<file path="config.mk">
export PLATFORM = sky130hd
export DESIGN_NAME = exec_pipe
export DESIGN_NICKNAME = d
export VERILOG_FILES = /design/src/hdl/dual_backend_pkg.sv /design/src/hdl/exec_pipe.sv
export VERILOG_INCLUDE_DIRS = /design/src /design/src/hdl
export SDC_FILE = /design/constraint.sdc
export NUM_CORES = 2
export LEC_CHECK = 0
export BUFFER_PORTS_ARGS = -buffer_cell sky130_fd_sc_hd__buf_2
export CORE_ASPECT_RATIO = 1.25
export CORE_MARGIN = 5
export CORE_UTILIZATION = 54
export DETAILED_ROUTE_END_ITERATION = 12
export PLACE_DENSITY = 0.8
export SLEW_MARGIN = 20
export SYNTH_ARGS = -nofsm -noshare
export SYNTH_HDL_FRONTEND = slang
export SYNTH_SLANG_ARGS = --single-unit
</file>
<file path="constraint.sdc">
create_clock -name clk -period 13.2 [get_ports clk]
set_clock_uncertainty 0.15 [all_clocks]
set_input_delay 2.64 -clock clk [delete_from_list [all_inputs] [get_ports clk]]
set_output_delay 2.64 -clock clk [all_outputs]
set_load 0.005 [all_outputs]
</file>
<file path="src/hdl/dual_backend_cfg.svh">
`ifndef DUAL_BACKEND_CFG_SVH
`define DUAL_BACKEND_CFG_SVH

// datapath width, also the width of every register file entry
`define DB_XLEN 32

// architectural registers, r0 reads as zero
`define DB_NREGS 32

// register index width, matches the rd/rj/rk fields of the word
`define DB_REG_W 5

`endif
</file>
<file path="src/hdl/dual_backend_pkg.sv">
`include "dual_backend_cfg.svh"

package dual_backend_pkg;

	// top four bits of the instruction word
	typedef enum logic [3:0] {
		OP_NOP  = 4'h0,
		OP_ADD  = 4'h1,
		OP_SUB  = 4'h2,
		OP_AND  = 4'h3,
		OP_OR   = 4'h4,
		OP_XOR  = 4'h5,
		OP_SLL  = 4'h6,
		OP_SRL  = 4'h7,
		OP_ADDI = 4'h8,
		OP_LUI  = 4'h9,
		OP_MUL  = 4'ha
	} opcode_e;

	// one instruction as offered by the frontend
	typedef struct packed {
		logic [31:0] pc;
		logic [31:0] word;
	} inst_t;

	// operand source at EX
	typedef enum logic [1:0] {
		FWD_REG,   // register file value captured at issue
		FWD_PIPE0, // WB result of pipe 0
		FWD_PIPE1  // WB result of pipe 1
	} fwd_sel_e;

	typedef struct packed {
		logic                 valid;
		logic [31:0]          pc;     // carried along to the commit port
		opcode_e              op;
		logic [`DB_REG_W-1:0] rd;
		logic [`DB_REG_W-1:0] rj;     // zero when not read
		logic [`DB_REG_W-1:0] rk;     // zero when not read
		logic                 use_imm;
		logic [`DB_XLEN-1:0]  imm;    // already extended / shifted
		fwd_sel_e             fwd_a;
		fwd_sel_e             fwd_b;
		logic                 older;  // older of its issue pair
	} ctrl_t;

	typedef struct packed {
		logic                 valid;
		logic [31:0]          pc;
		logic [`DB_REG_W-1:0] rd;
		logic                 we;
		logic [`DB_XLEN-1:0]  result;
	} commit_t;

	// true when the instruction produces a register write
	function automatic logic ctrl_writes(ctrl_t c);
		return c.valid && (c.op != OP_NOP) && (c.rd != '0);
	endfunction

endpackage

</file>
<file path="src/hdl/exec_pipe.sv">
`timescale 1ns/1ps
`include "dual_backend_cfg.svh"

module exec_pipe #(
	parameter bit MAIN_PIPE = 1'b1 // main pipe carries the multiplier
) (
	input  logic                      clk,
	input  logic                      arst_n_i,
	input  dual_backend_pkg::ctrl_t   ctrl_i,
	input  logic [`DB_XLEN-1:0]       opa_i,
	input  logic [`DB_XLEN-1:0]       opb_i,
	input  logic [`DB_XLEN-1:0]       fwd0_i,     // WB result, pipe 0
	input  logic [`DB_XLEN-1:0]       fwd1_i,     // WB result, pipe 1
	output dual_backend_pkg::ctrl_t   ex_ctrl_o,
	output dual_backend_pkg::commit_t wb_o,
	output logic                      wb_older_o
);
	import dual_backend_pkg::*;

	localparam int SHAMT_W = $clog2(`DB_XLEN);

	ctrl_t                ex_ctrl_q;
	logic [`DB_XLEN-1:0]  ex_opa_q, ex_opb_q;
	logic [`DB_XLEN-1:0]  src_a, src_b;
	logic [`DB_XLEN-1:0]  mul_res, alu_res;
	logic                 wb_valid_q, wb_we_q, wb_older_q;
	logic [31:0]          wb_pc_q;
	logic [`DB_REG_W-1:0] wb_rd_q;
	logic [`DB_XLEN-1:0]  wb_result_q;

	function automatic logic [`DB_XLEN-1:0] pick(fwd_sel_e sel, logic [`DB_XLEN-1:0] reg_val,
		logic [`DB_XLEN-1:0] p0, logic [`DB_XLEN-1:0] p1);
		case (sel)
			FWD_PIPE0: return p0;
			FWD_PIPE1: return p1;
			default:   return reg_val;
		endcase
	endfunction

	// EX stage
	always_ff @(posedge clk or negedge arst_n_i) begin
		if (!arst_n_i) begin
			ex_ctrl_q <= '0;
		end else begin
			ex_ctrl_q <= ctrl_i;
		end
	end

	always_ff @(posedge clk) begin
		ex_opa_q <= opa_i;
		ex_opb_q <= opb_i;
	end

	assign ex_ctrl_o = ex_ctrl_q; // decode compares against this for forwarding

	assign src_a = pick(ex_ctrl_q.fwd_a, ex_opa_q, fwd0_i, fwd1_i);
	assign src_b = ex_ctrl_q.use_imm ? ex_ctrl_q.imm : pick(ex_ctrl_q.fwd_b, ex_opb_q, fwd0_i, fwd1_i);

	if (MAIN_PIPE) begin : g_mul
		assign mul_res = src_a * src_b; // low half of the product
	end else begin : g_no_mul
		assign mul_res = '0;
	end

	always_comb begin
		case (ex_ctrl_q.op)
			OP_ADD, OP_ADDI: alu_res = src_a + src_b;
			OP_SUB:          alu_res = src_a - src_b;
			OP_AND:          alu_res = src_a & src_b;
			OP_OR:           alu_res = src_a | src_b;
			OP_XOR:          alu_res = src_a ^ src_b;
			OP_SLL:          alu_res = src_a << src_b[SHAMT_W-1:0];
			OP_SRL:          alu_res = src_a >> src_b[SHAMT_W-1:0];
			OP_LUI:          alu_res = src_b; // imm already in the top bits
			OP_MUL:          alu_res = mul_res;
			default:         alu_res = '0;
		endcase
	end

	// WB stage
	always_ff @(posedge clk or negedge arst_n_i) begin
		if (!arst_n_i) begin
			wb_valid_q <= 1'b0;
			wb_we_q <= 1'b0;
			wb_older_q <= 1'b0;
		end else begin
			wb_valid_q <= ex_ctrl_q.valid;
			wb_we_q <= ctrl_writes(ex_ctrl_q);
			wb_older_q <= ex_ctrl_q.older;
		end
	end

	always_ff @(posedge clk) begin
		wb_pc_q <= ex_ctrl_q.pc;
		wb_rd_q <= ex_ctrl_q.rd;
		wb_result_q <= alu_res;
	end

	always_comb begin
		wb_o.valid = wb_valid_q;
		wb_o.pc = wb_pc_q;
		wb_o.rd = wb_rd_q;
		wb_o.we = wb_we_q;
		wb_o.result = wb_result_q;
	end

	assign wb_older_o = wb_older_q;

endmodule

</file>
# --- Word level (Yosys, flattened, before mapping) ---
# Index checks and enable logic that the tools add are counted.
classes:
  n_addsub: 2
  mul: 1
  n_eq_ne: 14
  shift: 2
  n_mux: 4
  bitwise: 3
  n_reduce_logical: 5
ops:
  columns: ["op", "count"]
  rows:
  - ["$pmux W32 S9", 1]
  - ["$pmux W32 S2", 2]
  - ["$add A32 B32 Y32", 1]
  - ["$and A32 B32 Y32", 1]
  - ["$mul A32 B32 Y32", 1]
  - ["$mux W32", 1]
  - ["$or A32 B32 Y32", 1]
  - ["$shl A32 B5 Y32", 1]
  - ["$shr A32 B5 Y32", 1]
  - ["$sub A32 B32 Y32", 1]
  - ["$xor A32 B32 Y32", 1]
  - ["$eq A4 B3 Y1 const B", 4]
  - ["$eq A4 B4 Y1 const B", 3]
  - ["$eq A4 B2 Y1 const B", 2]
  - ["$reduce_bool A5 Y1", 1]
  - ["$eq A2 B1 Y1 const B", 2]
  - ["$eq A2 B2 Y1 const B", 2]
  - ["$eq A4 B1 Y1 const B", 1]
  - ["$reduce_bool A4 Y1", 1]
  - ["$logic_and A1 B1 Y1", 2]
  - ["$reduce_or A2 Y1", 1]
totals:
  register_bits: 226
  input_bits: 220
  output_inout_bits: 162
  word_cells: 50

# --- Depth between registers and ports, before layout ---
depth:
  ltp_word: 5
  ltp_mapped: 36
  ltp_nobuf: 33

# --- Worst setup path before layout ---
# No wires, ideal clock.
synth_timing:
  path_kind: "in2reg"
  startpoint: "input port fwd1_i[2]"
  endpoint: "register wb_result_q[31]"
  arrival_ns: 10.172
  t_required_ns: 12.914
  slack_ns: 2.742
  cell_stages: 30
  n_path_buf: 3
  path_cell_list: "a22o_1 o221a_4 inv_4 clkbuf_1 clkbuf_1 buf_1 nor2_1 fa_1 inv_1 fa_1 fa_1 fa_1 inv_1 fa_1 inv_1 fa_1 inv_1 fa_1 fa_1 ha_1 or3_1 o211ai_1 nand4b_1 nand3_1 o21ai_0 a21o_1 a221oi_1 o21ai_0 xnor2_1 o211ai_1"
synth_via:
  elab_chain_len: 4
  elab_cells_between_ends: 9
synth_lines:
  columns: ["item", "line_no", "rtl"]
  rows:
  - ["start: declaration", "exec_pipe.sv:13", "input logic [`DB_XLEN-1:0] fwd1_i,"]
  - ["$pmux W32 S2", "exec_pipe.sv:33", "case (sel)"]
  - ["$mux W32", "exec_pipe.sv:57", "assign src_b = ex_ctrl_q.use_imm ? ex_ctrl_q.imm : pick(ex_ctrl_q.fwd_b, ex_opb_q, fwd0_i, fwd1_i);"]
  - ["$mul A32 B32 Y32, or another cell as far along", "exec_pipe.sv:60", "assign mul_res = src_a * src_b;"]
  - ["$pmux W32 S9 (*)", "exec_pipe.sv:66", "case (ex_ctrl_q.op)"]
  - ["net alu_res[31]", "exec_pipe.sv:25", "logic [`DB_XLEN-1:0] mul_res, alu_res;"]
  - ["end signal: assignment", "exec_pipe.sv:96", "wb_result_q <= alu_res;"]
  - ["end: declaration", "exec_pipe.sv:29", "logic [`DB_XLEN-1:0] wb_result_q;"]
# The timed path passes the listed nets; every way through them passes the cells marked *.

# --- Worst setup path in the final report ---
layout_timing:
  startpoint: "input port fwd1_i[6]"
  endpoint: "register wb_result_q[31]"
layout_via:
  elab_chain_len: 4
  elab_cells_between_ends: 9
layout_lines:
  columns: ["item", "line_no"]
  rows:
  - ["$pmux W32 S2", "exec_pipe.sv:33"]
  - ["$mux W32", "exec_pipe.sv:57"]
  - ["$mul A32 B32 Y32, or another cell as far along", "exec_pipe.sv:60"]
  - ["$pmux W32 S9 (*)", "exec_pipe.sv:66"]
  - ["net alu_res[31]", "exec_pipe.sv:25"]
# Marked as above.

==> metrics list <==
- Measured on the finished design, the core utilization comes to about three fifths.
* Floorplan die width: 216 µm
* Most instantiated flip-flop cell in the synthesis netlist: dfxtp_1
- Sort of element at the end of the critical path: flop
* Largest fanout of any net on the critical path: 14
- In this run the number of H-tree levels came out at 1.
* Most repeated library cell on the critical path: fa_1
* Worst reg2reg endpoint: wb_result_q[31]
- Once the floorplan was initialized, standard cells occupied 54.4% of the core.
- Among cell families on the critical path, the largest total delay comes from adder cells.
* Required time of the critical path: 13.51 ns
- At the worst endpoint, the arrival time is 11.29 ns.
- Count of flip-flops with a built-in enable after synthesis: 0
* Cell types occupying the most area after synthesis: fa_1, ha_1, dfxtp_1
- Average routed wire per standard cell: 32.0 µm
- Vias: about 28000
- After global routing the overflow that remains totals 0.
- After routing, the total negative slack on setup checks comes to 0 ns.
- Startpoint Class: input port
- Die Outline Area: roughly 58000 µm²
- Measured against its own limit, the worst slew margin works out to 21.0%.
- The path class of the tightest hold or removal check is reg2reg.
* Number of cells on the worst reg-to-reg path: 33
* Clk sinks: 226
* Sequential-to-total area share from yosys stat: roughly 17%
* Critical path launch point: fwd1_i[6]
- Total of buffers placed on input and output ports: 381
- Via density per instance: between 6 and 7
- Delay of the slowest cell on the worst path: 0.63 ns
- The number of clock buffers added by TritonCTS is 24.
- PostCTS Resize Cnt: 0
- Clock Tree Buf Depth: 3
- Max-cap violations in this run came to 0.
- The area growth from synthesis to layout is 12.6%.
* Count of final setup violators: 0
- The largest individual stage delay along the critical path comes from the cell a21oi_1.
- Most frequent cells after synthesis: nor2_1, inv_1, fa_1, nand2_1, ha_1
* Count of yosys warnings during synthesis: 0
- Averaged over all synthesized cells, the footprint is 8.69 µm².
- The largest total area in the synthesized netlist belongs to fa_1.
- Mapped Area: 28600 µm²
- The wire-length estimate of the detail-placed layout is 107000 µm.
- In this run the critical register-to-register path is launched from ex_ctrl_o[1].
* Antenna violation net count after detailed routing: 0
- At the later pin of the worst-skew pair, clock insertion delay measures around 0.56 ns.
* Worst setup path class: in2reg
* Pin count of the biggest net entering global routing: 68
* Final slew viol count: 0
- Final cycle utilization of the critical path: 83.1%
* Levels on crit path: 29
* CTS tree: built
- Buffers inserted to repair hold after CTS numbered 0.
- Transition time of the tightest slew-check pin: 1.18 ns
* Clock root buffer: clkbuf_16
* Reg clk slew, reported paths: 0.07 ns
- Pin placement for this block handled 382 I/O pins.
- First-pass iteration count of the detailed router: 6
- Register-to-register setup slack: ~2.9 ns
* Post-Synthesis Net Count: 4145
* Post-layout nets: 4463
- Among all cell types in the netlist, the one instantiated most often is nor2_1.
- The congestion estimate from routability-driven global placement came to roughly 1.1.
* Hold Crit Depth: 0
- Worst path bufs/invs: 7
- Tmin final: ~11 ns
* Chip Height: 267 µm
* FP Rows: 94
- Area after detailed placement: 31400 µm²
- In the routed design, unresolved DRC markers number 0.
* Number of antenna violations at the first check in global routing: 13
- Wires add up to 138000 µm.
- Counting flops and latches in the post-synthesis netlist gives 226.
- The first global-routing pass estimated 196000 µm of wire.
- Starting DRC count in detailed routing: 3130
- Of all flip-flops after synthesis, the portion carrying an async set or reset was 41.2%.
* Count of different cell masters after synthesis: 87
- In the final layout, the share of cells above drive strength 1 is between 15 and 20%.
* Critical path destination: wb_result_q[31]
- Number of global-route vias before repair: roughly 29000
- The flow ran to the end, and the final reports show no timing, DRC or antenna violations.
- Once layout is done, the placed cells without fillers occupy 32200 µm².
- Derived from the worst setup path, the maximum achievable clock frequency is 0.0911 GHz.
- Post-CTS setup buffers: 0
* Unrepaired setup endpoints after global routing: no
- Cell count after synthesis: 3293
* Overall global routing resource usage: 46.8%
- The region available for standard cell placement spans 52600 µm².
- The final hold violation count is 0.
- Summed over its instances, the top area cell type makes up 28.6% of the synthesized netlist area.
stage by stage:
| stage | hold WS, ns | cells | worst slack, ns |
|---|---|---|---|
| 2_1_floorplan | 0.219 | 3293 | 2.74 |
| 3_3_place_gp | 0.195 | 4256 | 2.19 |
| 3_5_place_dp | 0.199 | 4257 | 1.91 |
| 4_1_cts | 0.214 | 4301 | 2.40 |
| 5_1_grt | 0.218 | 4305 | 1.93 |
| 6_report | 0.212 | 4307 | 2.23 |
logic make-up (layout without fill, tap and decap cells):
group / after synthesis / in the layout / share of synthesized area, %
AOI/OAI and AO/OA: 637 / 637 / 15.4
xor gates and xnor gates: 138 / 138 / 4.27
adders and majority gates: 633 / 633 / 38.4
buffers and inverters: 652 / 988 / 8.83
DFF: 226 / 226 / 17.4
muxes: 54 / 54 / 1.90
other: 0 / 6 / 0
and+or+nand+nor: 953 / 953 / 13.7
registers in the layout (all words and copies together), names as in the netlist:
register / cells
ex_ctrl_o: 90
ex_opa_q: 32
ex_opb_q: 32
wb_older_o: 1
wb_pc_q: 32
wb_rd_q: 5
wb_result_q: 32
wb_valid_q: 1
wb_we_q: 1
routing by layer:
metal / GRT usage (%) / routed length [µm] / vias up
met2: 73.5 / 61100 / 2035
met3: 13.7 / 16200 / 700
met4: 40.9 / 16000 / 8
met1: 52.1 / 44700 / 13500
met5: 0 / 42 / -
li1: - / - / 11400
layout by cell type, fill, tap and decap left out, types with 37 or more instances in the layout:
cell      Yosys  routed
a221oi_1     43      43
a22oi_1      63      63
ha_1        223     222
dfxtp_1     133     133
nand2_1     353     353
inv_1       442     441
o21ai_0     124     114
buf_2        32     380
dfrtp_1      93      93
fa_1        409     409
a21o_1       37      37
nor2_1      447     445
mux2i_1      51      51
xnor2_1     114     114
buf_4         4      95
a21oi_1     127     126
worst min-delay path by stage:
stage / endpoint / slack (ns) / from
after floorplan: wb_pc_q[0] / 0.22 / ex_ctrl_o[57]
after global placement: wb_pc_q[7] / 0.19 / ex_ctrl_o[64]
after detailed placement: wb_pc_q[26] / 0.20 / ex_ctrl_o[83]
after CTS: wb_pc_q[26] / 0.21 / ex_ctrl_o[83]
after global routing: wb_pc_q[26] / 0.22 / ex_ctrl_o[83]
final: wb_pc_q[3] / 0.21 / ex_ctrl_o[60]
layout make-up:
type / count / area (µm²)
Timing Repair Buffer: 476 / 2630
Clock buffer: 31 / 678
Sequential cell: 226 / 4990
Tap cell: 672 / 841
Inverter: 468 / 1760
Fill cell: 4655 / 20300
Antenna cell: 6 / 15.0
Multi-Input combinational cell: 2415 / 21200
Clock inverter: 13 / 145
Power is not shown: default switching activity piles up to over one toggle a cycle in this logic, so the estimate is an artifact.
