### src/hdl/dual_backend_cfg.svh
`ifndef DUAL_BACKEND_CFG_SVH
`define DUAL_BACKEND_CFG_SVH

// datapath width, also the width of every register file entry
`define DB_XLEN 32

// architectural registers, r0 reads as zero
`define DB_NREGS 32

// register index width, matches the rd/rj/rk fields of the word
`define DB_REG_W 5

`endif
### src/hdl/dual_backend_pkg.sv
`include "dual_backend_cfg.svh"

package dual_backend_pkg;

	// top four bits of the instruction word
	typedef enum logic [3:0] {
		OP_NOP  = 4'h0,
		OP_ADD  = 4'h1,
		OP_SUB  = 4'h2,
		OP_AND  = 4'h3,
		OP_OR   = 4'h4,
		OP_XOR  = 4'h5,
		OP_SLL  = 4'h6,
		OP_SRL  = 4'h7,
		OP_ADDI = 4'h8,
		OP_LUI  = 4'h9,
		OP_MUL  = 4'ha
	} opcode_e;

	// one instruction as offered by the frontend
	typedef struct packed {
		logic [31:0] pc;
		logic [31:0] word;
	} inst_t;

	// operand source at EX
	typedef enum logic [1:0] {
		FWD_REG,   // register file value captured at issue
		FWD_PIPE0, // WB result of pipe 0
		FWD_PIPE1  // WB result of pipe 1
	} fwd_sel_e;

	typedef struct packed {
		logic                 valid;
		logic [31:0]          pc;     // carried along to the commit port
		opcode_e              op;
		logic [`DB_REG_W-1:0] rd;
		logic [`DB_REG_W-1:0] rj;     // zero when not read
		logic [`DB_REG_W-1:0] rk;     // zero when not read
		logic                 use_imm;
		logic [`DB_XLEN-1:0]  imm;    // already extended / shifted
		fwd_sel_e             fwd_a;
		fwd_sel_e             fwd_b;
		logic                 older;  // older of its issue pair
	} ctrl_t;

	typedef struct packed {
		logic                 valid;
		logic [31:0]          pc;
		logic [`DB_REG_W-1:0] rd;
		logic                 we;
		logic [`DB_XLEN-1:0]  result;
	} commit_t;

	// true when the instruction produces a register write
	function automatic logic ctrl_writes(ctrl_t c);
		return c.valid && (c.op != OP_NOP) && (c.rd != '0);
	endfunction

endpackage

### src/hdl/commit_order.sv
`timescale 1ns/1ps
`include "dual_backend_cfg.svh"

module commit_order (
	input  dual_backend_pkg::commit_t [1:0] wb_i,        // indexed by pipe
	input  logic                      [1:0] wb_older_i,
	output logic                      [1:0] we_o,
	output logic [1:0][`DB_REG_W-1:0]       waddr_o,
	output logic [1:0][`DB_XLEN-1:0]        wdata_o,
	output dual_backend_pkg::commit_t [1:0] commit_o     // program order, slot 0 older
);
	import dual_backend_pkg::*;

	logic swap;
	logic same_rd;

	// pipe 1 goes first after a revert, or when it is alone
	assign swap = wb_i[1].valid && (!wb_i[0].valid || (wb_older_i[1] && !wb_older_i[0]));

	assign commit_o[0] = swap ? wb_i[1] : wb_i[0];
	assign commit_o[1] = swap ? wb_i[0] : wb_i[1];

	assign same_rd = commit_o[0].valid && commit_o[0].we
		&& commit_o[1].valid && commit_o[1].we
		&& (commit_o[0].rd == commit_o[1].rd);

	// younger write wins, older one is dropped
	assign we_o[0] = commit_o[0].valid && commit_o[0].we && !same_rd;
	assign we_o[1] = commit_o[1].valid && commit_o[1].we;

	assign waddr_o[0] = commit_o[0].rd;
	assign waddr_o[1] = commit_o[1].rd;
	assign wdata_o[0] = commit_o[0].result;
	assign wdata_o[1] = commit_o[1].result;

endmodule

### config.mk
export PLATFORM = sky130hd
export DESIGN_NAME = commit_order
export DESIGN_NICKNAME = d
export VERILOG_FILES = /design/src/hdl/dual_backend_pkg.sv /design/src/hdl/commit_order.sv
export VERILOG_INCLUDE_DIRS = /design/src /design/src/hdl
export SDC_FILE = /design/constraint.sdc
export NUM_CORES = 1
export LEC_CHECK = 0
export BUFFER_PORTS_ARGS = -buffer_cell sky130_fd_sc_hd__buf_2
export CAP_MARGIN = 10
export CORE_AREA = 2 2 140 142
export DETAILED_ROUTE_END_ITERATION = 8
export DIE_AREA = 0 0 142 144
export SLEW_MARGIN = 10
export SYNTH_ARGS = -nofsm -noshare
export SYNTH_HDL_FRONTEND = slang
export SYNTH_SLANG_ARGS = --single-unit
### constraint.sdc
create_clock -name vclk -period 1.65
set_input_delay 0.165 -clock vclk [all_inputs]
set_output_delay 0.165 -clock vclk [all_outputs]
set_load 0.05 [all_outputs]
== Word level (Yosys, flattened, before mapping) ==
Index checks and enable logic that the tools add are counted.

* Equality and inequality tests: 1
* Muxes and demuxes: 2
* Reductions and logical operators: 12

{| class="wikitable"
|+ Operators with widths
! operator !! count
|-
| 71-bit two-way mux || 2
|-
| 1-bit logical AND || 8
|-
| 5-bit equality test || 1
|-
| 1-bit logical NOT || 3
|-
| 1-bit logical OR || 1
|}

* Register bits: 0
* Bits of input ports: 144
* Output and inout port bits: 218
* Logic and storage cells: 15

== Depth between registers and ports, before layout ==
Gate-level depths: netlist of run 1.

* Word-level depth: 11
* Mapped depth: 7
* Depth with buffers taken out: 4

== Least setup slack after synthesis of run 1 ==
No wires, ideal clock.

* Kind: input to output
* From: input port wb_i[70] (netlist bit)
* To: output port we_o[0]
* Arrival time: 1980 ps
* Required time: 1485 ps
* Path slack: -495 ps
* Cell stages on the path: 3
* Cells stage by stage: and2_1 > nor2b_1 > a21oi_1

* Cells in the longest elaborated chain, start to end: 10
* Elaborated cells on any way between the ends: 12
* Those cells by class: eq/ne: 1; mux: 2; reduce/logical: 9

{| class="wikitable"
|+ Ends and longest elaborated chain
! element !! RTL line !! text
|-
| from (decl) || commit_order.sv:5 || <nowiki>input dual_backend_pkg::commit_t [1:0] wb_i,</nowiki>
|-
| parallel branches: the longest is 9 deep, another holds 71-bit two-way mux || -- ||
|-
| 1-bit logical AND (*) || commit_order.sv:28 || <nowiki>assign we_o[0] = commit_o[0].valid && commit_o[0].we && !same_rd;</nowiki>
|-
| to (decl) || commit_order.sv:7 || <nowiki>output logic [1:0] we_o,</nowiki>
|}

Every way passes the cells marked *.

==> results of run 1 <==
[stage by stage]
| stage | hold slack, ns | TNS (ns) | utilization, % | total power [mW] |
|---|---|---|---|---|
| 2_1_floorplan | 0.552 | 0 | - | 2.52 |
| 3_3_place_gp | 0.786 | 0 | 23.3 | 3.03 |
| 3_5_place_dp | 0.787 | 0 | 23.3 | 3.04 |
| 4_1_cts | 0.791 | 0 | 23.3 | 3.05 |
| 5_1_grt | 0.721 | -0.701 | 24.5 | 3.28 |
| 6_report | 0.714 | 0 | 24.5 | 3.15 |
[synth_stat cells (all sizes together)]
| cell type | count |
|---|---|
| mux2 | 140 |
| xnor2 | 3 |
| nand2 | 1 |
| xor2 | 2 |
| o21a | 1 |
| a21oi | 1 |
| nor3 | 1 |
| nand3 | 1 |
| and2 | 1 |
| a32oi | 1 |
| nor2b | 2 |
| inv | 1 |
| buf | 90 |
| mux2i | 1 |
| or2 | 1 |
[worst min path at each step]
stage                               end
after floorplan           commit_o[103]
after global placement    commit_o[116]
after detailed placement  commit_o[116]
after CTS                 commit_o[116]
after global routing       commit_o[54]
final                      commit_o[54]
[layer usage]
metal / vias up / part of all wire (%)
met1: 1360 / 36
li1: 1411 / -
met5: - / 0
met2: 180 / 57
met3: 0 / 6.8
met4: 0 / 0
[power breakdown]
part / internal [mW] / switching [mW]
registers: 0 / 0
logic: 1.00 / 2.15
clock network: 0 / 0
total: 1.00 / 2.15
[cells by family after synthesis]
logic type	after synthesis
compound gates	3
xor+xnor	5
buf+inv	91
mux	141
simple gates	7
[critical path: stages]
cell	delay [ns]
sky130_fd_sc_hd__buf_2	0.12
sky130_fd_sc_hd__nor2b_4	0.12
sky130_fd_sc_hd__o21a_4	0.16
sky130_fd_sc_hd__buf_12	0.15
sky130_fd_sc_hd__buf_4	0.17
sky130_fd_sc_hd__mux2_2	0.36
sky130_fd_sc_hd__buf_4	0.20
[layout make-up]
cell class / count / area (µm²) / area share, %
repair buffers: 390 / 2320 / 49.7
multi-input cells: 156 / 2050 / 43.9
well taps: 238 / 298 / 6.37
inverters: 1 / 3.75 / 0.0803
[placed cells by master (no fill, tap or decap)]
cell	n
sky130_fd_sc_hd__mux2_4	89
sky130_fd_sc_hd__nor3_1	1
sky130_fd_sc_hd__mux2i_1	1
sky130_fd_sc_hd__nand3_1	1
sky130_fd_sc_hd__buf_2	292
sky130_fd_sc_hd__xnor2_1	3
sky130_fd_sc_hd__clkbuf_4	1
sky130_fd_sc_hd__nand2_1	1
sky130_fd_sc_hd__buf_6	16
sky130_fd_sc_hd__and2_1	1
sky130_fd_sc_hd__mux2_2	51
sky130_fd_sc_hd__buf_4	76
sky130_fd_sc_hd__buf_12	5
sky130_fd_sc_hd__xor2_1	2
sky130_fd_sc_hd__a32oi_1	1
sky130_fd_sc_hd__nor2b_4	2
sky130_fd_sc_hd__o21a_4	1
sky130_fd_sc_hd__or2_2	1
sky130_fd_sc_hd__a21oi_2	1
sky130_fd_sc_hd__inv_1	1
==> reports/summary.txt, run 1 <==
Final Worst Setup Slack = 0.0279 ns
Fraction of synthesized cell area in xor and xnor cells = 1.60%
Global Route Usage Sum = 8.00%
Layout-stage area growth over the synthesis result = 70.3%
Leading area contributor after synthesis = sky130_fd_sc_hd__mux2_4
Shortest clock period the worst path allows after layout = 1.62 ns
Fraction of post-synthesis cell area in the top cell type by area = 48.7%
First drt pass iteration count = 3
Final cell count without fillers = 785
Share of the clock period used by the worst path after layout = 98.3%
Cells after DPL = 785
Area taken by flip-flops and latches = 0 µm²
Critical setup path kind = in2out
Maximum number of pins on one net before global-route repair = 17
Area after DPL = 4440 µm²
Weighted congestion at the end of routability-driven global placement = 0.788
Gate count after technology mapping = 247
Number of standard-cell rows in the floorplan = 51
Final Instance Area = 4670 µm²
FFs & Latches = 0
Post-synthesis cell area = 2740 µm²
Arithmetic-cell share of the synthesized area counting full adders, half adders and majority gates = 0%
Via-to-Cell Ratio = 3.76
RSZ-0062 raised after global routing = true
Worst min path class = in2out
Die outline height = 144 µm
Dominant combinational cell family by area after synthesis = multiplexers
Num ports = 362
Initial Util = 14.4%
Hold Violations, Final = 0
Most used routing layer in global routing = met2
Setup-failing EPs final = 0
Worst relative slew slack = 80.6%
I/O Buffers = 362
Drt initial violations = 37
GRT met1 Usage = 8.63%
Final net count = 693
Highest clock frequency the design can meet = 617 MHz
Antenna violations before repair = 0
Filler cell count = 2048
Detailed placer's ending HPWL = 9210 µm
Crit path capture = wdata_o[26]
Share of final-layout standard cells stronger than drive strength 1 = 97.8%
Place WS = 0.0128 ns
Library cells used by synthesis = 20
Min-Delay Startpoint = wb_i[125]
Remaining global-route overflow = 0
Compound-cell area share of the yosys netlist = 0.775%
Overall die width = 142 µm
Hold buffer count at CTS = 0
Antenna cell count = 0
Postcts setup bufs = 0
Global-route track usage on met3 = 1.03%
Worst IR Drop VDD = 0.203 mV
Core box area = 19100 µm²
Global-route wire length before repair = 13500 µm
Endpoint class of the critical path = primary output
Met2 Usage GRT = 17.2%
Max-cap violation count = 0
Outcome = finished, final reports clean
Leakage = 2.59 nW
Hold depth = 3
Vias = 2951
Post-synthesis area per instance = 11.1 µm²
Gates resized, CTS repair = 0
Fraction of synthesized area in multiplexers = 70.0%
Post-Synth Simple-Gate Area = 1.69%
Clock buffer count = 0
Critical path arrival = 1.46 ns
Remaining number of nets flagged by the antenna check after routing = 0
Number of warnings printed during yosys synthesis = 0
Die ar. = 20400 µm²
Number of slew-limit violations in the final report = 0
DRT Wirelength = 10200 µm
Number of global-route vias before repair = 2744
Drt drc = 0
Transition time at the pin with the least slew margin = 0.292 ns
Ratio of total power to cell area = 675 nW/µm²
Critical Path Start Type = input pin
Top cells by area, synth = sky130_fd_sc_hd__mux2_4 49%, sky130_fd_sc_hd__mux2_2 21%, sky130_fd_sc_hd__buf_4 20%
Mapped Nets = 391
Wirelength per Cell = 13.0 µm
Seq/Total Area, Yosys = 0%
Highest fanout seen on the critical path = 12
Launching element of the worst setup path = wb_older_i[0]
Data required time at the worst endpoint = 1.48 ns
Note: power is estimated with default switching activity, not from simulation.
==> run 2: changes to the inputs <==
--- a/config.mk
+++ b/config.mk
@@ -11,6 +11,7 @@
 export CORE_AREA = 2 2 140 142
 export DETAILED_ROUTE_END_ITERATION = 8
 export DIE_AREA = 0 0 142 144
+export PLACE_DENSITY = 0.45
 export SLEW_MARGIN = 10
 export SYNTH_ARGS = -nofsm -noshare
 export SYNTH_HDL_FRONTEND = slang
==> run 2 against run 1 <==
  * Utilization down 0.54 points
  * Worst setup slack got worse by 0.0085 ns
  * Combinational power fell by 2%
  * Power down 1.8%
  * Critical path depth did not move
  * Non-clock buffer count increased by 1
  * Cell area decreased by 2.2%
  * Highest routed layer unchanged
==> reports/summary.txt, run 2 (synthesis results as in run 1) <==
Cell-internal power = 0.945 mW
Share of power burned in registers = 0%
Share of the clock period used by the worst path after layout = 98.8%
Switching power summed over all nets = 2.15 mW
Worst relative slew slack = 74.8%
Die ar. = 20400 µm²
Cell class contributing the biggest share of worst-path delay = buffers and inverters
Drt drc = 0
Top library cells by usage in the layout, fill and taps aside = 333 x sky130_fd_sc_hd__buf_2, 89 x sky130_fd_sc_hd__mux2_4, 51 x sky130_fd_sc_hd__mux2_2
Critical-path cell with the highest stage delay = sky130_fd_sc_hd__mux2_4
Number of slew-limit violations in the final report = 0
Antenna cell count = 0
Initial Util = 14.4%
Cell-by-cell listing of the critical path = buf_2 -> nor2b_4 -> o21a_4 -> buf_12 -> buf_12 -> mux2_4 -> buf_2
Layout-stage area growth over the synthesis result = 66.5%
Data required time at the worst endpoint = 1.48 ns
Highest fanout seen on the critical path = 16
Filler cell count = 2100
Weighted congestion at the end of routability-driven global placement = 0.759
Critical Path Start Type = input pin
Switching Fraction = 69.5%
Global Route Usage Sum = 8.52%
Critical path arrival = 1.47 ns
Drt initial violations = 26
Outcome = finished, final reports clean
Clock buffer count = 0
Worst IR Drop VDD = 0.208 mV
Wirelength per Cell = 13.6 µm
Hold Violations, Final = 0
RSZ-0062 raised after global routing = true
Clk network pwr share = 0%
Maximum number of pins on one net before global-route repair = 17
Remaining global-route overflow = 0
Shortest clock period the worst path allows after layout = 1.63 ns
Number of standard-cell rows in the floorplan = 51
Max-cap violation count = 0
First drt pass iteration count = 4
Share of final-layout standard cells stronger than drive strength 1 = 97.8%
Most frequent standard cell in the layout excluding fill and tap cells = sky130_fd_sc_hd__buf_2
Post-layout util = 23.9%
Area taken by flip-flops and latches = 0 µm²
Leakage = 2.56 nW
FFs & Latches = 0
Total Power = 3.10 mW
Vias = 2911
DRT Wirelength = 10700 µm
Die outline height = 144 µm
Ratio of total power to cell area = 678 nW/µm²
Number of buffer and inverter stages on the critical path = 4
Antenna violations before repair = 0
Transition time at the pin with the least slew margin = 0.376 ns
Final net count = 694
Global-route wire length before repair = 13600 µm
Critical setup path kind = in2out
Highest clock frequency the design can meet = 613 MHz
Combined area of the multi-input logic cells = 2050 µm²
Overall die width = 142 µm
Largest stage delay on the critical path = 0.32 ns
Remaining number of nets flagged by the antenna check after routing = 0
Comb power frac = 100.0%
Setup-failing EPs final = 0
I/O Buffers = 362
Worst min path class = in2out
Number of global-route vias before repair = 2553
Endpoint class of the critical path = primary output
Via-to-Cell Ratio = 3.70
Core box area = 19100 µm²
Detailed placer's ending HPWL = 9740 µm
Num ports = 362
[run 2: changes by cell type in the layout (fill, tap and decap cells not counted), sizes merged]
cell    previous run  this run
buf              389       388
clkbuf             1         3
[run 2: area by class of cell]
| type | instances | share of cell area, % |
|---|---|---|
| Timing Repair Buffer | 391 | 48.5 |
| Inverter | 1 | 0.0822 |
| Tap cell | 238 | 6.52 |
| Multi-Input combinational cell | 156 | 44.9 |
[run 2: path summary, 6_finish.rpt]
| path | startpoint | endpoint | slack (ns) | cells past startpoint |
|---|---|---|---|---|
| worst max-delay path | wb_older_i[0] | commit_o[59] | 0.02 | 7 |
| worst min-delay path | wb_i[43] | commit_o[43] | 0.74 | 3 |
[run 2: power by group through the flow]
stage	clock network, mW	registers (mW)	logic [mW]
2_1_floorplan	0	0	2.52
3_3_place_gp	0	0	3.05
3_5_place_dp	0	0	3.05
4_1_cts	0	0	3.06
5_1_grt	0	0	3.23
6_report	0	0	3.10
[run 2: through the flow]
stage	hold slack, ns	worst slack (ns)	std cells	TNS, ns	area (µm²)
final	0.736	0.0195	786	0	4570
after global placement	0.786	-0.0285	783	-0.0483	4420
after detailed placement	0.787	-0.0307	783	-0.110	4420
after global routing	0.761	-0.0545	786	-1.44	4570
after floorplan	0.552	0.0334	247	0	2760
after CTS	0.779	-0.00388	784	-0.00715	4440
[run 2: worst min-delay path: cells and delay by family]
family                 cells  cell delay (ns)
multiplexers               1             0.13
buffers and inverters      2             0.27
[run 2: repair_timing]
action                                  in CTS  in global routing
hold buffers                                 0                  0
gates cloned                                 0                  1
resized for setup                            4                 57
buffers inserted                             1                  1
endpoints found under the setup margin      15                107
[run 2: routing by layer]
metal	part of all wire [%]	up-vias	GRT usage (%)
met3	8.3	0	1.56
met2	51	185	16.1
li1	-	1414	-
met5	0	-	0
met4	0	0	0
met1	41	1312	10.7
