===== src/hdl/dual_backend_cfg.svh =====
`ifndef DUAL_BACKEND_CFG_SVH
`define DUAL_BACKEND_CFG_SVH

// datapath width, also the width of every register file entry
`define DB_XLEN 32

// architectural registers, r0 reads as zero
`define DB_NREGS 32

// register index width, matches the rd/rj/rk fields of the word
`define DB_REG_W 5

`endif

===== src/hdl/dual_backend_pkg.sv =====
`include "dual_backend_cfg.svh"

package dual_backend_pkg;

	// top four bits of the instruction word
	typedef enum logic [3:0] {
		OP_NOP  = 4'h0,
		OP_ADD  = 4'h1,
		OP_SUB  = 4'h2,
		OP_AND  = 4'h3,
		OP_OR   = 4'h4,
		OP_XOR  = 4'h5,
		OP_SLL  = 4'h6,
		OP_SRL  = 4'h7,
		OP_ADDI = 4'h8,
		OP_LUI  = 4'h9,
		OP_MUL  = 4'ha
	} opcode_e;

	// one instruction as offered by the frontend
	typedef struct packed {
		logic [31:0] pc;
		logic [31:0] word;
	} inst_t;

	// operand source at EX
	typedef enum logic [1:0] {
		FWD_REG,   // register file value captured at issue
		FWD_PIPE0, // WB result of pipe 0
		FWD_PIPE1  // WB result of pipe 1
	} fwd_sel_e;

	typedef struct packed {
		logic                 valid;
		logic [31:0]          pc;     // carried along to the commit port
		opcode_e              op;
		logic [`DB_REG_W-1:0] rd;
		logic [`DB_REG_W-1:0] rj;     // zero when not read
		logic [`DB_REG_W-1:0] rk;     // zero when not read
		logic                 use_imm;
		logic [`DB_XLEN-1:0]  imm;    // already extended / shifted
		fwd_sel_e             fwd_a;
		fwd_sel_e             fwd_b;
		logic                 older;  // older of its issue pair
	} ctrl_t;

	typedef struct packed {
		logic                 valid;
		logic [31:0]          pc;
		logic [`DB_REG_W-1:0] rd;
		logic                 we;
		logic [`DB_XLEN-1:0]  result;
	} commit_t;

	// true when the instruction produces a register write
	function automatic logic ctrl_writes(ctrl_t c);
		return c.valid && (c.op != OP_NOP) && (c.rd != '0);
	endfunction

endpackage


===== src/hdl/issue_decode.sv =====
`timescale 1ns/1ps
`include "dual_backend_cfg.svh"

module issue_decode (
	input  dual_backend_pkg::inst_t [1:0] inst_i,
	input  logic                    [1:0] inst_valid_i,
	input  dual_backend_pkg::ctrl_t [1:0] ex_ctrl_i,    // EX stage of pipe 0 and 1
	output logic                    [1:0] issue_num_o,
	output dual_backend_pkg::ctrl_t [1:0] pipe_ctrl_o,
	output logic [3:0][`DB_REG_W-1:0]     rd_addr_o     // {p1 rk, p1 rj, p0 rk, p0 rj}
);
	import dual_backend_pkg::*;

	localparam int IMM_W = 13;

	ctrl_t [1:0] dec;   // decoded slots, program order
	ctrl_t [1:0] slot;  // with issue, age and forwarding filled in
	logic        issue0, issue1;
	logic        raw_hazard, both_mul, revert;

	function automatic ctrl_t decode_word(inst_t inst, logic valid);
		ctrl_t c;
		logic  rd_j, rd_k;
		c = '0;
		c.valid = valid;
		c.pc = inst.pc;
		if (inst.word[31:28] > 4'(OP_MUL)) begin
			c.op = OP_NOP; // undefined opcodes do nothing
		end else begin
			c.op = opcode_e'(inst.word[31:28]);
		end
		rd_j = !(c.op inside {OP_NOP, OP_LUI});
		rd_k = c.op inside {OP_ADD, OP_SUB, OP_AND, OP_OR, OP_XOR, OP_SLL, OP_SRL, OP_MUL};
		c.rd = inst.word[27:23];
		c.rj = rd_j ? inst.word[22:18] : '0;
		c.rk = rd_k ? inst.word[17:13] : '0;
		c.use_imm = c.op inside {OP_ADDI, OP_LUI};
		if (c.op == OP_LUI) begin
			c.imm = {inst.word[IMM_W-1:0], {(`DB_XLEN-IMM_W){1'b0}}};
		end else begin
			c.imm = {{(`DB_XLEN-IMM_W){inst.word[IMM_W-1]}}, inst.word[IMM_W-1:0]};
		end
		return c;
	endfunction

	// match a source against both EX stages, younger producer wins
	function automatic fwd_sel_e fwd_for(logic [`DB_REG_W-1:0] src, ctrl_t [1:0] ex);
		logic hit0, hit1;
		hit0 = ctrl_writes(ex[0]) && (ex[0].rd == src);
		hit1 = ctrl_writes(ex[1]) && (ex[1].rd == src);
		if (hit0 && hit1) begin
			return ex[0].older ? FWD_PIPE1 : FWD_PIPE0;
		end else if (hit0) begin
			return FWD_PIPE0;
		end else if (hit1) begin
			return FWD_PIPE1;
		end
		return FWD_REG;
	endfunction

	assign dec[0] = decode_word(inst_i[0], inst_valid_i[0]);
	assign dec[1] = decode_word(inst_i[1], inst_valid_i[1]);

	// slot 1 may not read what slot 0 writes in the same cycle
	assign raw_hazard = ctrl_writes(dec[0]) && ((dec[1].rj == dec[0].rd) || (dec[1].rk == dec[0].rd));
	assign both_mul = (dec[0].op == OP_MUL) && (dec[1].op == OP_MUL); // one multiplier only

	assign issue0 = inst_valid_i[0];
	assign issue1 = issue0 && inst_valid_i[1] && !raw_hazard && !both_mul;
	assign revert = issue1 && (dec[0].op != OP_MUL) && (dec[1].op == OP_MUL);

	assign issue_num_o = {issue1, issue0 & ~issue1};

	always_comb begin
		for (int s = 0; s < 2; s++) begin
			slot[s] = dec[s];
			slot[s].valid = (s == 0) ? issue0 : issue1;
			slot[s].older = (s == 0);
			slot[s].fwd_a = fwd_for(dec[s].rj, ex_ctrl_i);
			slot[s].fwd_b = fwd_for(dec[s].rk, ex_ctrl_i);
		end
	end

	// revert puts the multiply on the main pipe
	assign pipe_ctrl_o[0] = revert ? slot[1] : slot[0];
	assign pipe_ctrl_o[1] = revert ? slot[0] : slot[1];

	assign rd_addr_o[0] = pipe_ctrl_o[0].rj;
	assign rd_addr_o[1] = pipe_ctrl_o[0].rk;
	assign rd_addr_o[2] = pipe_ctrl_o[1].rj;
	assign rd_addr_o[3] = pipe_ctrl_o[1].rk;

endmodule


===== config.mk =====
export PLATFORM = sky130hd
export DESIGN_NAME = issue_decode
export DESIGN_NICKNAME = d
export VERILOG_FILES = /design/src/hdl/dual_backend_pkg.sv /design/src/hdl/issue_decode.sv
export VERILOG_INCLUDE_DIRS = /design/src /design/src/hdl
export SDC_FILE = /design/constraint.sdc
export NUM_CORES = 1
export LEC_CHECK = 0
export ABC_AREA = 1
export BUFFER_PORTS_ARGS = -buffer_cell sky130_fd_sc_hd__buf_2
export CAP_MARGIN = 10
export CORE_AREA = 2 2 199 201
export DETAILED_ROUTE_END_ITERATION = 8
export DIE_AREA = 0 0 201 203
export GPL_TIMING_DRIVEN = 0
export REMOVE_ABC_BUFFERS = 1
export SYNTH_ARGS = -nofsm -noshare
export SYNTH_HDL_FRONTEND = slang
export SYNTH_SLANG_ARGS = --single-unit

===== constraint.sdc =====
create_clock -name vclk -period 3.7
set_input_delay 0.74 -clock vclk [all_inputs]
set_output_delay 0.74 -clock vclk [all_outputs]
set_load 0.02 [all_outputs]

# Word-level counts from Yosys, hierarchy flattened
# Index checks and enable logic that the tools add are counted.
[totals]
register_bits = 0
inputBits = 310
out_inout_bits = 202
word_cells = 116
[classes]
n_lt_le_gt_ge = 2
eq_ne = 31
mux = 39
bitwise = 2
reduce_logical = 42
[ops]
columns = ["operator", "n"]
rows = [
  ["2-to-1 mux 90 bit", 2],
  ["2-to-1 mux 31 bit", 2],
  ["== test 5 bit", 10],
  ["2-to-1 mux 2 bit", 17],
  ["== test 4 x 3 -> 1 bit (second input constant)", 8],
  ["logical AND 1 bit", 25],
  ["== test 4 bit (second input constant)", 6],
  ["2-to-1 mux 5 bit", 4],
  ["== test 4 x 2 -> 1 bit (second input constant)", 4],
  ["nonzero test 8 bit", 2],
  ["nonzero test 5 bit", 3],
  ["2-to-1 mux 1 bit", 12],
  ["nonzero test 4 bit", 3],
  ["== test 4 x 1 -> 1 bit (second input constant)", 2],
  ["> comparator 4 bit (second input constant)", 2],
  ["logical NOT 4 bit", 2],
  ["2-to-1 mux 4 bit", 2],
  ["nonzero test 2 bit", 4],
  ["!= test 4 bit (second input constant)", 1],
  ["logical NOT 1 bit", 2],
  ["AND 1 bit", 1],
  ["logical OR 1 bit", 1],
  ["inverter 1 bit", 1],
]

# Depth between registers and ports, before layout
# Gate-level depths: netlist (run 1).
[logic_depth]
word_depth = 14
mapped_depth = 19
depth_no_buf = 15

# Worst setup path before layout (run 1)
# Ideal clock, no wire load.
[synth_timing]
kind = "input port to output port"
startpoint = "in inst_i[94] in the netlist's numbering"
endpoint = "out pipe_ctrl_o[18] in the netlist's numbering"
arrival_time_ns = 2.686
t_required_ns = 2.960
path_slack_ns = 0.274
stages = 17
path_buffers = 5
cell_sequence = "inv_1 > nand3_1 > inv_1 > nand3_2 > buf_4 > nand3_2 > xor2_1 > nand3_1 > nand2_1 > nand2_1 > nand3_1 > buf_4 > buf_6 > buf_4 > nand2_1 > nand2_1 > buf_4"
[synth_lines]
columns = ["element", "line_no", "rtl"]
rows = [
  ["start, declared", "issue_decode.sv:5", "input dual_backend_pkg::inst_t [1:0] inst_i,"],
  ["end, declared", "issue_decode.sv:9", "output dual_backend_pkg::ctrl_t [1:0] pipe_ctrl_o,"],
]

==> reports/results.md, run 1 <==
| Group | Result | Value |
|:---|:---|:---|
| run status | Status | finished, violations left |
| run status | Violations in the final reports | negative setup slack |
| detailed routing | Per-cell routed wire length | 19.6 µm |
| timing | Count of final setup violators | 176 |
| logic synthesis | Library cell with the largest summed area after synthesis | nand2_1 |
| die | Die height | 203 µm |
| detailed routing | Remaining number of nets flagged by the antenna check after routing | 0 |
| place | Area after detailed placement | 6630 µm² |
| die | Placement Rows | 72 |
| detailed routing | Violation count after the first detailed-routing iteration | 675 |
| logic synthesis | Sequential element share of the synthesized area | 0 |
| final layout | Number of sequential storage elements | 0 |
| detailed routing | WL final | 35600 µm |
| logic synthesis | Area share of the leading cell type in the synthesized netlist | 0.370 |
| critical path | Critical Path Sink Type | output port |
| logic synthesis | Post-synthesis instance area | 4480 µm² |
| final layout | Post-route standard cell area excluding fillers | 8600 µm² |
| timing | Maximum operating frequency | 261 MHz |
| global routing | Via count of the first global-routing pass | 7315 |
| timing | Final hold violation count | 0 |
| timing | Least setup slack across all paths after layout | -0.129 ns |
| die | Die ar. | 40800 µm² |
| timing | Relative slew slack | 0.414 |
| logic synthesis | Warnings, synthesis | 0 |
| pwr | Total power divided by cell area | 137 nW/µm² |
| timing | Final-report max-slew violation count | 0 |
| critical path | Crit path DAT | 3.09 ns |
| detailed routing | Routed via count | 8160 |
| critical path | Type of the worst setup path | input pin to output port |
| logic synthesis | Count of different cell masters after synthesis | 25 |
| timing | Post-route clock period utilization | 1.03 |
| die | Top-Level Pins | 512 |
| timing | RSZ-0062 raised after global routing | yes |
| final layout | Filler instances | 4378 |
| timing | Final worst path period need | 3.83 ns |
| detailed routing | Via density | 4.51 |
| critical path | Critical path startpoint category | input pin |
| place | Placed wire-length estimate after detailed placement | 24000 µm |
| pwr | Static Leak | 4.87 nW |
| global routing | Total global routing overflow | 0 |
| logic synthesis | Mean instance size in the synthesized netlist | 4.59 µm² |
| logic synthesis | Top cells by area, synth | nand2_1 (37%), nand4_1 (25%), inv_1 (7.6%) |
| logic synthesis | Instance count of the mapped netlist | 976 |
| final layout | Share of layout cells above drive strength 1 | 0.402 |
| final layout | Area of all sequential standard cells | 0 µm² |
| timing | Slew @ Worst Pin | 0.880 ns |
| final layout | Layout clock buffers | 0 |
| min path | Min-Delay Path Class | input pin to output port |
| die | Width of the chip | 201 µm |
| final layout | Area growth from synthesis to final layout | 92.0% |
| critical path | Required @ worst endpoint | 2.96 ns |
| place | Port-buffer cells | 353 |
| global routing | Maximum number of pins on one net before global-route repair | 41 |
| job | Count of maximum capacitance violations | 0 |
| global routing | Wire length of the first global-routing pass | 48800 µm |
| global routing | Overall routing resource usage | 0.159 |
| final layout | Net total in the final layout | 1599 |
| die | Starting density of the core | 0.116 |
| place | Gp weighted congestion | 0.860 |
| timing | Worst Hold Slack | 1.79 ns |
| die | Core footprint | 38500 µm² |
| timing | Sum Neg Setup Slack | -9.97 ns |
| critical path | Critical path fanouts, max | 8 |
| pwr | Worst vdd rail ir drop | 0.0000570 V |
| global routing | Number of antenna violations at the first check in global routing | 14 |
| detailed routing | Iteration count of the initial detailed-routing pass | 6 |
| detailed routing | Total DRC errors in the routed layout | 0 |
[per-stage QoR]
step	worst slack, ns	instances	total power (W)	util
final	-0.129	1811	0.00118	0.223
after global routing	-0.282	1810	0.00127	0.223
after CTS	-0.150	1796	0.00110	0.209
after detailed placement	-2.53	1749	0.000915	0.172
after global placement	-22.22	1729	0.000890	0.163
after floorplan	-12.35	858	0.000500	-
[logic make-up after synthesis]
kind of cell	count (synthesis)	synth area share
AO/OA/AOI/OAI	40	0.0467
XOR/XNOR	11	0.0215
buffers and inverters	209	0.219
AND/OR/NAND/NOR	716	0.713
[cells in the mapped netlist]
cell,n
a21boi_0,2
a21oi_1,6
a31oi_1,1
buf_1,11
buf_2,20
buf_4,43
buf_6,1
clkbuf_1,43
inv_1,91
nand2_1,441
nand2_2,1
nand3_1,26
nand3_2,2
nand3b_1,1
nand4_1,176
nor2_1,62
nor2b_1,1
nor3_1,3
nor4_1,2
o21ai_0,28
o21ai_1,1
o22ai_1,2
or2_2,1
xnor2_1,1
xor2_1,10
[layer usage]
layer / vias to the layer above / GRT usage / share of wire
li1: 3834 / - / -
met1: 3756 / 0.206 / 0.43
met2: 495 / 0.260 / 0.45
met3: 63 / 0.0501 / 0.11
met4: 12 / 0.0267 / 0.019
met5: - / 0 / 0.0023
[area by class of cell]
class / count / area, µm² / share of cell area
antenna: 6 / 15.0 / 0.00175
multi-input combinational: 776 / 4100 / 0.477
tap: 518 / 648 / 0.0754
inverter: 91 / 352 / 0.0409
timing repair buffer: 420 / 3480 / 0.405
[worst paths after layout]
check / startpoint / cells past startpoint / endpoint / slack [ns]
setup / recovery: inst_i[95] / 22 / rd_addr_o[6] / -0.13
hold / removal: inst_valid_i[0] / 2 / pipe_ctrl_o[89] / 1.79
[power breakdown]
group	total (W)	internal (W)	switching, W
sequential	0	0	0
combinational	0.00118	0.000450	0.000727
clock	0.000000000217	0.000000000217	0
total	0.00118	0.000450	0.000727
[placed cells by master, fill, tap and decap left out, types with 3 or more instances in the layout]
master	instances
nand2_2	42
buf_6	103
a21oi_1	4
nand2_4	22
inv_1	86
nand4_1	176
diode_2	6
o21ai_0	27
buf_16	10
nand3_4	10
buf_4	78
buf_2	211
nand2_1	374
buf_12	10
xor2_1	10
nand2_8	6
clkbuf_16	3
bufbuf_16	3
nor2_1	61
nand3_1	19
nand3_2	5
[worst max-delay path, stage by stage]
cell     delay [ns]
buf_4          0.13
inv_2          0.06
nand2_1        0.09
nand2_1        0.10
inv_4          0.12
nand2_8        0.10
buf_4          0.16
nand4_1        0.07
nand2_1        0.06
nor2_1         0.10
nand3_1        0.12
nand2_4        0.11
nand2_8        0.06
buf_16         0.13
buf_16         0.12
nand3_4        0.11
buf_16         0.16
buf_16         0.17
buf_12         0.12
nand2_4        0.04
nand2_4        0.07
buf_6          0.12
[what timing repair did]
item,in CTS,in global routing
resized for setup,243,144
cloned,15,6
pin swaps,25,18
setup endpoints to repair,201,199
setup buffers,32,5
hold buffers,0,0
Note: power is estimated with default switching activity, not from simulation.
==> run 2, diff against run 1 <==
ABC_AREA = default   (was 1)
CORE_AREA = 2 2 201 203   (was 2 2 199 201)
DIE_AREA = 0 0 203 205   (was 0 0 201 203)
PLACE_DENSITY = 0.39   (was default)
==> run 2 against run 1 <==
Effect of this change:
- the run still ends with negative setup slack left
- sequential share of layout area unchanged
- synthesized cell count is 50% lower
- fmax shrank 0.76%
- combinational power down 14%
- count of clock-buffer cells in the layout unchanged
- final area down 5.7%
- die area grew 2.0%
- global-route usage decreased by 3.1 points
- synthesized area down 17%
- final cell count fell by 26%
- utilization fell by 1.8 points
- critical path type unchanged
- largest power group unchanged
==> reports/results.md, run 2 <==
| Group | Result | Value |
|:---|:---|:---|
| timing | Count of final setup violators | 181 |
| timing | Sum Neg Setup Slack | -15.29 ns |
| detailed routing | Routed via count | 5410 |
| final layout | Area of all sequential standard cells | 0 µm² |
| timing | Relative slew slack | 0.316 |
| pwr | Static Leak | 3.98 nW |
| critical path | Critical path fanouts, max | 13 |
| run status | Status | finished, violations left |
| detailed routing | Violation count after the first detailed-routing iteration | 200 |
| critical path | Type of the worst setup path | input pin to output port |
| run status | Violations in the final reports | negative setup slack |
| timing | Slew @ Worst Pin | 1.02 ns |
| detailed routing | Per-cell routed wire length | 21.1 µm |
| logic synthesis | Instance count of the mapped netlist | 486 |
| detailed routing | WL final | 28400 µm |
| global routing | Overall routing resource usage | 0.128 |
| die | Core footprint | 39400 µm² |
| min path | Worst Hold End | pipe_ctrl_o[89] |
| logic synthesis | Commonest cells in the synthesized netlist | mux2i_1 (77), buf_4 (40), mux2_2 (40) |
| place | Placed wire-length estimate after detailed placement | 20200 µm |
| detailed routing | Remaining number of nets flagged by the antenna check after routing | 0 |
| global routing | Via count of the first global-routing pass | 5327 |
| final layout | Most frequent cells in the layout | buf_2 (180), buf_6 (104), buf_4 (91), mux2_4 (58), mux2i_1 (51) |
| timing | RSZ-0062 raised after global routing | yes |
| die | Top-Level Pins | 512 |
| global routing | Total global routing overflow | 0 |
| final layout | Layout clock buffers | 0 |
| logic synthesis | Count leader, synth | mux2i_1 |
| global routing | Maximum number of pins on one net before global-route repair | 18 |
| critical path | Crit path DAT | 3.12 ns |
| logic synthesis | Library cell with the largest summed area after synthesis | mux2i_1 |
| final layout | Post-route standard cell area excluding fillers | 8110 µm² |
| die | Die ar. | 41600 µm² |
| final layout | Net total in the final layout | 1129 |
| timing | Final worst path period need | 3.86 ns |
| min path | Min-Delay Path Class | input pin to output port |
| logic synthesis | Area share of the leading cell type in the synthesized netlist | 0.208 |
| die | Placement Rows | 73 |
| final layout | Share of layout cells above drive strength 1 | 0.662 |
| final layout | Most common cell after layout, fill and taps aside | buf_2 |
| critical path | Critical path startpoint category | input pin |
| critical path | Cell with the largest stage delay on the worst path | mux2_4 |
| logic synthesis | Post-synthesis instance area | 3710 µm² |
| final layout | Post-layout utilization of the core | 0.206 |
| detailed routing | Total DRC errors in the routed layout | 0 |
| logic synthesis | Count of different cell masters after synthesis | 57 |
| pwr | Worst vdd rail ir drop | 0.0000553 V |
| critical path | Critical Path Sink Type | output port |
| critical path | Required @ worst endpoint | 2.96 ns |
| place | Cells after DPL | 1286 |
| place | Area after detailed placement | 5690 µm² |
| die | Die height | 205 µm |
| place | Port-buffer cells | 353 |
| final layout | Final Non-Filler Cells | 1344 |
| job | Count of maximum capacitance violations | 0 |
| final layout | Area growth from synthesis to final layout | 119% |
| detailed routing | Iteration count of the initial detailed-routing pass | 4 |
| min path | Number of cells traversed by the worst hold path | 2 |
| place | Gp weighted congestion | 0.850 |
| timing | Final-report max-slew violation count | 0 |
| timing | Worst Hold Slack | 1.78 ns |
| global routing | Wire length of the first global-routing pass | 38200 µm |
| logic synthesis | Warnings, synthesis | 0 |
| logic synthesis | Top cells by area, synth | mux2i_1 (21%), mux2_2 (12%), mux2_1 (12%) |
| timing | Post-route clock period utilization | 1.04 |
| die | Width of the chip | 203 µm |
| timing | Final hold violation count | 0 |
| min path | Launch instance of the worst min-delay path | inst_valid_i[0] |
| detailed routing | Via density | 4.03 |
| logic synthesis | Mean instance size in the synthesized netlist | 7.63 µm² |
| pwr | Total power divided by cell area | 126 nW/µm² |
| logic synthesis | Sequential element share of the synthesized area | 0 |
| critical path | Crit-path max cell delay | 0.35 ns |
| final layout | Number of sequential storage elements | 0 |
| timing | Maximum operating frequency | 259 MHz |
| timing | Least setup slack across all paths after layout | -0.158 ns |
| global routing | Number of antenna violations at the first check in global routing | 4 |
| die | Starting density of the core | 0.0942 |
| critical path | CP cell instances | buf_4 -> o21a_4 -> o31a_1 -> nor4_2 -> nand4_1 -> buf_4 -> nand3_4 -> buf_12 -> buf_16 -> buf_16 -> mux2_4 -> buf_2 |
[run 2: changes by cell type in the layout (fill, tap and decap cells not counted), moves of 25 or more]
| cell | change |
|---|---|
| o21ai_0 | -25 |
| inv_1 | -68 |
| nand2_1 | -343 |
| nor2_1 | -53 |
| nand2_2 | -41 |
| buf_2 | -31 |
| mux2_4 | +58 |
| nand4_1 | -169 |
| mux2i_1 | +51 |
[run 2: per-layer routing]
layer / track usage / vias up / share of wire
met5: 0 / - / 0.00035
met4: 0.0263 / 2 / 0.027
met3: 0.0379 / 37 / 0.10
met2: 0.217 / 340 / 0.45
met1: 0.159 / 2570 / 0.42
li1: - / 2461 / -
[run 2: layout make-up]
| type | count | area (µm²) |
|---|---|---|
| Fill cell | 4389 | 31300 |
| Multi-Input combinational cell | 386 | 3780 |
| Timing Repair Buffer | 403 | 3410 |
| Tap cell | 525 | 657 |
| Timing Repair inverter | 9 | 168 |
| Inverter | 19 | 87.6 |
| Antenna cell | 2 | 5.00 |
[run 2: power by group]
group	switching, W	internal [W]
logic	0.000562	0.000457
registers	0	0
clock network	0	0.0000000000725
total	0.000562	0.000457
[run 2: critical path, delay by kind of cell]
| kind | cells | cell delay (ns) |
|---|---|---|
| buf+inv | 6 | 0.96 |
| compound gates | 2 | 0.53 |
| mux | 1 | 0.35 |
| simple gates | 3 | 0.49 |
[run 2: cell families (layout without fill, tap and decap cells)]
kind of cell / count (synthesis) / count (layout) / share of synthesized area
multiplexers: 155 / 155 / 0.445
buffers and inverters: 101 / 431 / 0.166
AO/OA/AOI/OAI: 76 / 77 / 0.138
other: 0 / 2 / 0
XOR/XNOR: 28 / 28 / 0.0661
AND/OR/NAND/NOR: 126 / 126 / 0.186
[run 2: repair_timing]
action | CTS | global route
setup buffers | 31 | 3
cloned | 23 | 2
resized for setup | 332 | 154
pin swaps | 12 | 6
hold buffers | 0 | 0
endpoints found under the setup margin | 201 | 197
[run 2: how the worst max path moves through the flow]
stage,startpoint,to,slack (ns),depth (start not counted)
floorplan,inst_i[92],pipe_ctrl_o[128],-4.61,7
global placement,inst_i[92],pipe_ctrl_o[96],-7.44,9
detailed placement,inst_i[92],pipe_ctrl_o[96],-1.70,10
CTS,inst_i[95],pipe_ctrl_o[113],-0.13,12
global route,inst_i[92],pipe_ctrl_o[109],-0.23,12
finish,inst_i[92],pipe_ctrl_o[111],-0.16,12
[run 2: through the flow]
step / worst slack (ns) / power [W]
2_1_floorplan: -4.61 / 0.000419
3_3_place_gp: -7.44 / 0.000764
3_5_place_dp: -1.70 / 0.000764
4_1_cts: -0.135 / 0.000946
5_1_grt: -0.233 / 0.00108
6_report: -0.158 / 0.00102
